$ cat src/beam_pkg.sv
//********************
// shared widths, lane count, rounding constants
// and the sample, weight and beat types
//********************
`default_nettype none

package beam_pkg;

    // number of antenna channels that are summed into one beam
    parameter int NUM_CHANNELS = 4;

    // every real or imag sample is a signed byte
    parameter int SAMPLE_WIDTH = 8;

    // weights are signed Q1.7, one part for real and one for imag
    parameter int WEIGHT_WIDTH = 8;
    parameter int WEIGHT_FRAC = 7;

    // the average over all channels is a shift by log2 of the channel count
    parameter int SUM_SHIFT = $clog2(NUM_CHANNELS);

    // samples carried side by side in one stream beat
    parameter int DEFAULT_LANES = 16;

    // a complex product needs one bit more than a single product,
    // because two full-scale products can add up
    parameter int PROD_WIDTH = SAMPLE_WIDTH + WEIGHT_WIDTH + 1;

    // four bytes summed need two guard bits
    parameter int SUM_WIDTH = SAMPLE_WIDTH + SUM_SHIFT;

    // half of one LSB after each shift, so that results round to nearest
    parameter logic signed [PROD_WIDTH-1:0] PROD_ROUND = PROD_WIDTH'(1) <<< (WEIGHT_FRAC - 1);
    parameter logic signed [SUM_WIDTH-1:0] SUM_ROUND = SUM_WIDTH'(1) <<< (SUM_SHIFT - 1);

    typedef logic signed [SAMPLE_WIDTH-1:0] sample_t;
    typedef logic signed [WEIGHT_WIDTH-1:0] weight_t;

    // lane 0 sits in the low byte of the word
    typedef logic [DEFAULT_LANES*SAMPLE_WIDTH-1:0] beat_t;

    // saturation bounds of a sample
    parameter sample_t SAMPLE_MAX = 8'sd127;
    parameter sample_t SAMPLE_MIN = -8'sd128;

endpackage

`default_nettype wire

$ cat src/pipe_control.sv
//********************
// pipe_control: valid and last of both stages,
// stall decision and shared input ready
//********************
`timescale 1ns/1ns
`default_nettype none

module pipe_control
    import beam_pkg::*;
(
    input  logic                    clock,
    input  logic                    resetn,
    input  logic [NUM_CHANNELS-1:0] in_valid,
    input  logic                    in_last,
    input  logic                    out_ready,
    output logic                    in_ready,
    output logic                    advance,
    output logic                    out_valid,
    output logic                    out_last
);

    // stage 1 state, the stage 2 state is out_valid and out_last
    logic valid_s1;
    logic last_s1;

    // a beat enters only when every channel offers one in the same cycle
    logic accept;

    // the whole pipe moves as one, unless the output holds a beat the sink refuses
    // an empty stage 1 still moves, bubbles are not squeezed out
    assign advance = !out_valid || out_ready;

    // input ready is the advance condition itself
    assign in_ready = advance;

    assign accept = in_ready && (&in_valid);

    always_ff @(posedge clock) begin
        if (!resetn) begin
            valid_s1 <= 1'b0;
            last_s1 <= 1'b0;
            out_valid <= 1'b0;
            out_last <= 1'b0;
        end else if (advance) begin
            // stage 1 picks up the acceptance, stage 2 takes what stage 1 held
            valid_s1 <= accept;
            last_s1 <= accept && in_last;
            out_valid <= valid_s1;
            out_last <= last_s1;
        end
    end

endmodule

`default_nettype wire

$ cat config.mk
export PLATFORM = sky130hd
export DESIGN_NAME = pipe_control
export DESIGN_NICKNAME = d
export VERILOG_FILES = /design/src/beam_pkg.sv /design/src/pipe_control.sv
export SDC_FILE = /design/constraint.sdc
export NUM_CORES = 1
export LEC_CHECK = 0
export BUFFER_PORTS_ARGS = -buffer_cell sky130_fd_sc_hd__buf_4
export CORE_AREA = 2 2 39 41
export CTS_CLUSTER_SIZE = 8
export DETAILED_ROUTE_END_ITERATION = 16
export DIE_AREA = 0 0 41 43
export SETUP_SLACK_MARGIN = 0.2
export SLEW_MARGIN = 20
export SYNTH_ARGS = -nofsm -noshare
export SYNTH_HDL_FRONTEND = slang
export SYNTH_SLANG_ARGS = --single-unit
$ cat constraint.sdc
create_clock -name clock -period 1 [get_ports clock]
set_clock_uncertainty 0.2 [all_clocks]
set_input_delay 0.2 -clock clock [delete_from_list [all_inputs] [get_ports clock]]
set_output_delay 0.2 -clock clock [all_outputs]
set_load 0.05 [all_outputs]
==> reports/qor.yml <==
worst_hold_path:
  whs_endpoint: "out_valid"
  min_path_type: "primary input to flip-flop"
  worstHoldStart: "resetn"
  holdPathStages: 2
detailed_routing:
  first_pass_iters: 2
  wl_per_cell_um: 7.87
  vias: 205
  drt-initial-drc-count: 1
  vias_per_cell: 3.80
  ant_nets: 0
  drc: 0
  wirelength_um: 425
clock_network:
  cts-htree-levels: 1
  clock_latency_ns: 0.24
  clockBufferDepth: 2
  cts_buffers: 3
  ctsRootBufferMaster: "clkbuf_4"
  clk_pin_slew_ns: 0.05
  cts_tree: "done"
  cts_sinks: 4
  cts_hold_buf: 0
critical_path:
  crit_path_start_kind: "flip-flop"
  cp_data_required_time_ns: 0.60
  worst-r2r-setup-slack_ns: -0.23
  crit_family: "flip-flops"
  rr_endpoint: "valid_s1"
  crit_chain: "nor2b_4 -> inv_6 -> buf_8"
  r2r_cells: 6
  endpoint_kind: "primary output"
  critPathMaxFanout: 3
  crit_type: "flip-flop to primary output"
  crit_arrival_ns: 0.95
  cpPeakStageDelay_ns: 0.33
  crit_buf_inv: 2
  r2r_start: "out_valid"
  critPathSlowestCell: "dfxtp_4"
timing:
  setup_tns_ns: -1.83
  min_period_over_period: 1.35
  worst_slack_ns: -0.349
  fmax_mhz: 741
  min_period_ns: 1.35
  worstMarginPinSlew_ns: 0.154
  maxSlewViolCount: 0
  hold_violations: 0
  hold_ws_ns: 0.0208
  max-slew-margin-rel: 0.897
  setup_viol: 8
  rsz0062_at_grt: "yes"
outcome:
  failed_checks: "setup timing"
  status: "finished, violations left"
cells_and_area:
  design_area_um2: 400
  fillers: 153
  fin_util: 0.289
  drive_gt1_frac: 0.789
  nets: 47
  syn_to_final_growth_pct: 118
  antennaDiodeCount: 0
placement:
  dp_hpwl_um: 285
  numPortBuffers: 11
  post_dp_cell_area_um2: 304
  gp_congestion: 0.664
die:
  num_rows: 14
  die_area_um2: 1760
  start_util: 0.133
  dieHeight_um: 43
  io_pins: 12
  die_w_um: 41
  design.core.area_um2: 1380
pwr:
  power.static_leakage_nw: 0.173
  p_per_area_nw_per_um2: 1090
  peakVddDrop_mv: 0.643
  total_power_mw: 0.436
yosys:
  synth.distinct_cells: 12
  seq_area_frac_synth: 0.435
  synth_cells: 18
  ys.warnings.count: 0
  synthesis.nets: 26
  netlist_area_um2: 184
  synth_area_per_cell_um2: 10.2
  synth-seq-cells: 4
global_route:
  grt_max_degree: 7
  grt-ovfl-total: 0
  antenna_found_initial: 0
  grt_use_total: 0.0742
  grt_pass1_wl_um: 765
  grt_pass1_vias: 203
flow_run:
  drv_cap: 0
-- area by class of cell --
type | count | area, µm² | share of cell area
well taps | 16 | 20.0 | 0.0500
repair buffers | 17 | 165 | 0.412
flip-flops and latches | 4 | 87.6 | 0.219
inverters | 1 | 8.76 | 0.0219
multi-input cells | 12 | 92.6 | 0.231
clock buffers | 4 | 26.3 | 0.0656
-- registers in the layout, summed over array words and instances (netlist names) --
signal	flops
out_last	1
last_s1	1
out_valid	1
valid_s1	1
-- worst max path at each step --
stage,startpoint,endpoint,slack [ns],depth (start not counted)
2_1_floorplan,out_valid,in_ready,-0.33,3
4_1_cts,out_valid,in_ready,-0.36,3
6_report,out_valid,advance,-0.35,3
5_1_grt,out_valid,in_ready,-0.40,3
3_3_place_gp,out_valid,in_ready,-0.13,3
3_5_place_dp,out_valid,in_ready,-0.13,3
-- what timing repair did --
| action | 4_1_cts | 5_1_grt |
|---|---|---|
| setup buffers | 4 | 0 |
| endpoints found under the setup margin | 8 | 8 |
| hold endpoints to repair | 0 | 0 |
| pin swaps | 1 | 0 |
| resized for setup | 11 | 0 |
-- cell usage after synthesis (all sizes together) --
cell type / n / share of area
o21ai: 2 / 0.095
dfxtp: 4 / 0.44
o21a: 1 / 0.041
inv: 1 / 0.034
buf: 1 / 0.041
nand3: 3 / 0.11
nor2b: 1 / 0.075
nand4: 1 / 0.034
nand2: 3 / 0.075
a21boi: 1 / 0.061
-- per-stage QoR --
step,setup WS (ns),cells
2_1_floorplan,-0.335,18
3_3_place_gp,-0.125,46
3_5_place_dp,-0.128,46
4_1_cts,-0.358,54
5_1_grt,-0.402,54
6_report,-0.349,54
-- report_power, final --
group	switching (mW)	internal, mW	leakage [nW]
Combinational	0.0197	0.0294	0.124
Clock	0.0782	0.150	0.0150
Sequential	0.000960	0.157	0.0339
Total	0.0989	0.337	0.173
-- cells by family after synthesis --
logic type,Yosys count,synth area share
and+or+nand+nor,8,0.293
DFF,4,0.435
AOI/OAI and AO/OA,4,0.197
buffers and inverters,2,0.0749
-- per-layer routing --
layer	global-route usage	wire, µm	up-vias
met4	0.0400	0	0
met3	0.0942	73	0
li1	-	-	101
met5	0	0	-
met1	0.0705	163	91
met2	0.0875	188	13
-- cell usage in the layout (no fill, tap or decap), drive strengths merged --
| cell type | synthesis | final |
|---|---|---|
| o21a | 1 | 1 |
| inv | 1 | 1 |
| nand2 | 3 | 3 |
| buf | 1 | 17 |
| a21boi | 1 | 1 |
| o21ai | 2 | 2 |
| dfxtp | 4 | 4 |
| nand4 | 1 | 1 |
| nor2b | 1 | 1 |
| nand3 | 3 | 3 |
| clkbuf | 0 | 4 |
(Power assumes the default switching activity.)
