## src/beam_pkg.sv

```systemverilog
//********************
// shared widths, lane count, rounding constants
// and the sample, weight and beat types
//********************
`default_nettype none

package beam_pkg;

    // number of antenna channels that are summed into one beam
    parameter int NUM_CHANNELS = 4;

    // every real or imag sample is a signed byte
    parameter int SAMPLE_WIDTH = 8;

    // weights are signed Q1.7, one part for real and one for imag
    parameter int WEIGHT_WIDTH = 8;
    parameter int WEIGHT_FRAC = 7;

    // the average over all channels is a shift by log2 of the channel count
    parameter int SUM_SHIFT = $clog2(NUM_CHANNELS);

    // samples carried side by side in one stream beat
    parameter int DEFAULT_LANES = 16;

    // a complex product needs one bit more than a single product,
    // because two full-scale products can add up
    parameter int PROD_WIDTH = SAMPLE_WIDTH + WEIGHT_WIDTH + 1;

    // four bytes summed need two guard bits
    parameter int SUM_WIDTH = SAMPLE_WIDTH + SUM_SHIFT;

    // half of one LSB after each shift, so that results round to nearest
    parameter logic signed [PROD_WIDTH-1:0] PROD_ROUND = PROD_WIDTH'(1) <<< (WEIGHT_FRAC - 1);
    parameter logic signed [SUM_WIDTH-1:0] SUM_ROUND = SUM_WIDTH'(1) <<< (SUM_SHIFT - 1);

    typedef logic signed [SAMPLE_WIDTH-1:0] sample_t;
    typedef logic signed [WEIGHT_WIDTH-1:0] weight_t;

    // lane 0 sits in the low byte of the word
    typedef logic [DEFAULT_LANES*SAMPLE_WIDTH-1:0] beat_t;

    // saturation bounds of a sample
    parameter sample_t SAMPLE_MAX = 8'sd127;
    parameter sample_t SAMPLE_MIN = -8'sd128;

endpackage

`default_nettype wire

```

## src/beam_combiner.sv

```systemverilog
//********************
// beam_combiner: lane by lane average of all
// weighted channels, registered as stage 2
//********************
`timescale 1ns/1ns
`default_nettype none

module beam_combiner
    import beam_pkg::*;
#(
    parameter int lanes = DEFAULT_LANES
) (
    input  logic  clock,
    input  logic  resetn,
    input  logic  advance,
    input  beat_t real_in [NUM_CHANNELS],
    input  beat_t imag_in [NUM_CHANNELS],
    output beat_t real_out,
    output beat_t imag_out
);

    // running lane sums, two bits wider than a sample so four bytes fit
    logic signed [SUM_WIDTH-1:0] sum_re;
    logic signed [SUM_WIDTH-1:0] sum_im;

    // averaged words that stage 2 takes on advance
    beat_t real_next;
    beat_t imag_next;

    always_comb begin
        real_next = '0;
        imag_next = '0;
        sum_re = '0;
        sum_im = '0;
        for (int l = 0; l < lanes; l++) begin
            sum_re = '0;
            sum_im = '0;

            // the cast makes each byte signed, so it is sign extended in the sum
            for (int c = 0; c < NUM_CHANNELS; c++) begin
                sum_re = sum_re + sample_t'(real_in[c][l*SAMPLE_WIDTH +: SAMPLE_WIDTH]);
                sum_im = sum_im + sample_t'(imag_in[c][l*SAMPLE_WIDTH +: SAMPLE_WIDTH]);
            end

            // add half an LSB, then divide by the channel count
            sum_re = (sum_re + SUM_ROUND) >>> SUM_SHIFT;
            sum_im = (sum_im + SUM_ROUND) >>> SUM_SHIFT;

            // an average of bytes is again a byte, so no clamp is needed here
            real_next[l*SAMPLE_WIDTH +: SAMPLE_WIDTH] = sum_re[SAMPLE_WIDTH-1:0];
            imag_next[l*SAMPLE_WIDTH +: SAMPLE_WIDTH] = sum_im[SAMPLE_WIDTH-1:0];
        end
    end

    // stage 2 register, this drives the output stream directly
    // it holds while the sink stalls because advance is low then
    always_ff @(posedge clock) begin
        if (!resetn) begin
            real_out <= '0;
            imag_out <= '0;
        end else if (advance) begin
            real_out <= real_next;
            imag_out <= imag_next;
        end
    end

endmodule

`default_nettype wire

```

## config.mk

```make
export PLATFORM = sky130hd
export DESIGN_NAME = beam_combiner
export DESIGN_NICKNAME = d
export VERILOG_FILES = /design/src/beam_pkg.sv /design/src/beam_combiner.sv
export SDC_FILE = /design/constraint.sdc
export NUM_CORES = 2
export LEC_CHECK = 0
export ABC_AREA = 0
export BUFFER_PORTS_ARGS = -buffer_cell sky130_fd_sc_hd__buf_2
export CAP_MARGIN = 25
export CORE_AREA = 2 2 499 501
export CTS_CLUSTER_DIAMETER = 120
export DETAILED_ROUTE_END_ITERATION = 12
export DIE_AREA = 0 0 501 503
export GPL_TIMING_DRIVEN = 0
export SYNTH_ARGS = -nofsm -noshare
export SYNTH_HDL_FRONTEND = slang
export SYNTH_SLANG_ARGS = --single-unit
```

## constraint.sdc

```tcl
create_clock -name clock -period 2.6 [get_ports clock]
set_input_delay 0.13 -clock clock [delete_from_list [all_inputs] [get_ports clock]]
set_output_delay 0.13 -clock clock [all_outputs]
set_load 0.01 [all_outputs]
```

==> results.ini <==
[sta]
worst_pin_slew_ns = 1.16
post-route-period-util_pct = 95.3
slew_viol_final = 0
hold_viol = 0
finClkSkew_ns = 0
fmax_ghz = 0.404
setup_slack_ns = 0.123
rsz0062_at_grt = no
setup_viol = 0
min_period_ns = 2.48
slew_headroom_pct = 23.0
fin_tns_setup_ns = 0

[detailed_routing]
drc = 0
vias = 39651
wl_per_cell_um = 27.3
vias_per_cell = 4.26
wirelength_um = 254000
drtIter0Drc = 3217
ant_nets = 0
firstDrtPassIters = 6

[logic_synthesis]
syn_nets = 6408
yosysSeqAreaShare_pct = 13.4
synth_edf_count = 0
syn_area_per_cell_um2 = 8.38
synth_top_area_share_pct = 26.7
synth-main-ff-cell = dfxtp_1
synthTopCellsByArea = fa_1 27%, dfxtp_1 13%, inv_1 12%, ha_1 9.4%, nand3_1 3.1%
yosysTopAreaCell = fa_1
ys_async_sr_fraction_pct = 0
ys_warn_count = 0
synthesis.area_mm2 = 0.0384
synthDistinctLibCells = 50
ys_seq_elements = 256
netlist_instances = 4581

[floorplanning]
dieWidth_um = 501
die_h_um = 503
io_pins = 1283
fp-row-count = 183
core_area_mm2 = 0.247
design.die.area_mm2 = 0.252
start_util_pct = 15.5

[pwr]
p_leak_uw = 0.0266
power_density_mw_per_mm2 = 681
vdd_drop_max_uv = 414

[placed_design]
gp_congestion = 0.981
port_buffers = 1282
hpwlAfterDp_um = 218000
pre_cts_ws_ns = -0.689
dpl_cell_area_mm2 = 0.0493

[worst_setup_path]
startpoint_type = primary input
path_class = in -> reg
critPathBufInv = 4
critPathTopFamily = adder cells
path_cells = buf_2 > inv_1 > fa_1 > fa_1 > inv_1 > ha_1 > clkbuf_1 > a21o_1 > a21boi_0 > a211o_1 > o211ai_1
slowest_stage = fa_1
path_max_fanout = 9
cp-end-kind = flip-flop
cp.arrival_ns = 3.04
worst_ep_required_time_ns = 3.16
max_stage_delay_ns = 0.49

[global_routing]
grtUsageTotal_pct = 19.4
gr-total-overflow = 0
grt_pass1_vias = 38228
antenna_found_initial = 165
grt_pass1_wl_um = 329000
grt_max_degree = 12

[cells_and_area]
post-route-util_pct = 20.7
layout-drive-gt1-share_pct = 25.2
final_nets = 7763
design_area_mm2 = 0.0512
syn_to_final_growth_pct = 33.3

[clock_tree]
cts_buffers = 45
clk_pin_slew_ns = 0.06
cts-root-buf = clkbuf_16
clock_latency_ns = 0.64
cts_sinks = 256
cts_tree = yes
htreeDepth = 2
clock_path_buffers = 3

[worst_hold_path]
hp-class = in -> reg

[status]
status = completed

[flow_run]
drv_cap = 0

-- synthesized netlist by cell type, types with 9 or more instances --
| cell type | number |
|---|---|
| inv_1 | 1250 |
| fa_1 | 512 |
| ha_1 | 288 |
| dfxtp_1 | 256 |
| nand2_1 | 236 |
| nand3_1 | 234 |
| a21oi_1 | 175 |
| o21ai_0 | 164 |
| or3_1 | 123 |
| nand3b_1 | 118 |
| o2111ai_1 | 112 |
| a21o_1 | 89 |
| a21boi_0 | 86 |
| clkbuf_1 | 76 |
| o211ai_1 | 71 |
| a22oi_1 | 64 |
| nor2_1 | 64 |
| nand2b_1 | 55 |
| buf_2 | 52 |
| and3_1 | 51 |
| and3b_1 | 42 |
| a311o_1 | 35 |
| a211o_1 | 33 |
| and4_1 | 33 |
| and2_1 | 32 |
| and4b_1 | 32 |
| nand4_1 | 32 |
| o2111a_1 | 32 |
| xnor2_1 | 32 |
| xor2_1 | 32 |
| o311ai_0 | 31 |
| o221a_2 | 21 |
| o211a_1 | 19 |
| a211oi_1 | 12 |
| nand4b_1 | 12 |
| o221a_4 | 11 |
| nor2b_1 | 10 |
| o21a_1 | 10 |
| nor3_1 | 9 |
-- final timing paths --
kind / startpoint / to / slack [ns] / cells past startpoint
hold reg to reg: imag_out[53] / imag_out[53] / 0.48 / 2
hold / removal: imag_in[265] / imag_out[8] / 0.08 / 5
setup reg to reg: real_out[99] / real_out[99] / 1.19 / 2
setup / recovery: imag_in[276] / imag_out[21] / 0.12 / 11
-- through the flow --
| step | instances | total power, µW | hold slack (ns) |
|---|---|---|---|
| after floorplan | 4581 | 18700 | 0.439 |
| after global placement | 9100 | 27700 | 0.444 |
| after detailed placement | 9120 | 27900 | 0.459 |
| after CTS | 9207 | 35100 | 0.00281 |
| after global routing | 9252 | 37700 | 0.0713 |
| final | 9298 | 34800 | 0.0771 |
-- routing by layer --
layer  global-route usage (%)  share of wire, %  up-vias
met3                     7.79                12      441
met1                     22.6                38    18867
met2                     31.0                45     2124
met4                     9.11               5.1       56
met5                     1.07              0.15        -
li1                         -                 -    18163
-- kinds of logic after synthesis --
group | after synthesis | synth area share, %
flops | 256 | 13.4
simple gates | 1084 | 16.2
xor+xnor | 64 | 1.46
fa+ha+maj | 800 | 36.1
buf+inv | 1392 | 13.9
compound gates | 985 | 19.0
-- final cells by class --
type                            count  area, µm²
Multi-Input combinational cell   2933      27900
Clock buffer                       59       1270
Sequential cell                   256       5120
Antenna cell                       90        225
Timing Repair Buffer             1308       6880
Buffer                            142        678
Inverter                         1250       4690
Tap cell                         3237       4050
Fill cell                       27726     196000
Clock inverter                     23        332
-- placed cells by master, fill, tap and decap left out, types with 33 or more instances in the layout --
| cell | instances |
|---|---|
| clkbuf_1 | 57 |
| a311o_1 | 35 |
| and4_1 | 33 |
| and3b_1 | 42 |
| diode_2 | 90 |
| dfxtp_1 | 256 |
| or3_1 | 123 |
| a21oi_1 | 175 |
| a21o_1 | 89 |
| a211o_1 | 33 |
| nand2b_1 | 55 |
| inv_1 | 1250 |
| ha_1 | 288 |
| a21boi_0 | 86 |
| fa_1 | 512 |
| buf_2 | 1336 |
| nand2_1 | 236 |
| clkbuf_16 | 46 |
| and3_1 | 51 |
| nor2_1 | 64 |
| o211ai_1 | 71 |
| o21ai_0 | 164 |
| o2111ai_1 | 112 |
| nand3_1 | 234 |
| a22oi_1 | 64 |
| nand3b_1 | 118 |
-- power by group --
part	switching, µW	internal (µW)	total (µW)
Clock	2670	4150	6820
Combinational	14000	8170	22200
Sequential	726	5110	5840
Total	17400	17400	34800
-- sequential cells by signal, indices dropped and copies added, names as in the netlist --
signal / flops
imag_out: 128
real_out: 128
-- timing repair --
action,CTS,global route
hold buffers,5,0
resized for setup,0,1
setup buffers,0,0
endpoints found under the hold margin,5,0
setup endpoints to repair,0,1
-- worst register-to-register path, stage by stage, from the launching register on --
cell and delay [ns]:
dfxtp_1 0.60, nand3b_1 0.39, o311ai_0 0.28
Power figures use the tool's default switching activity.
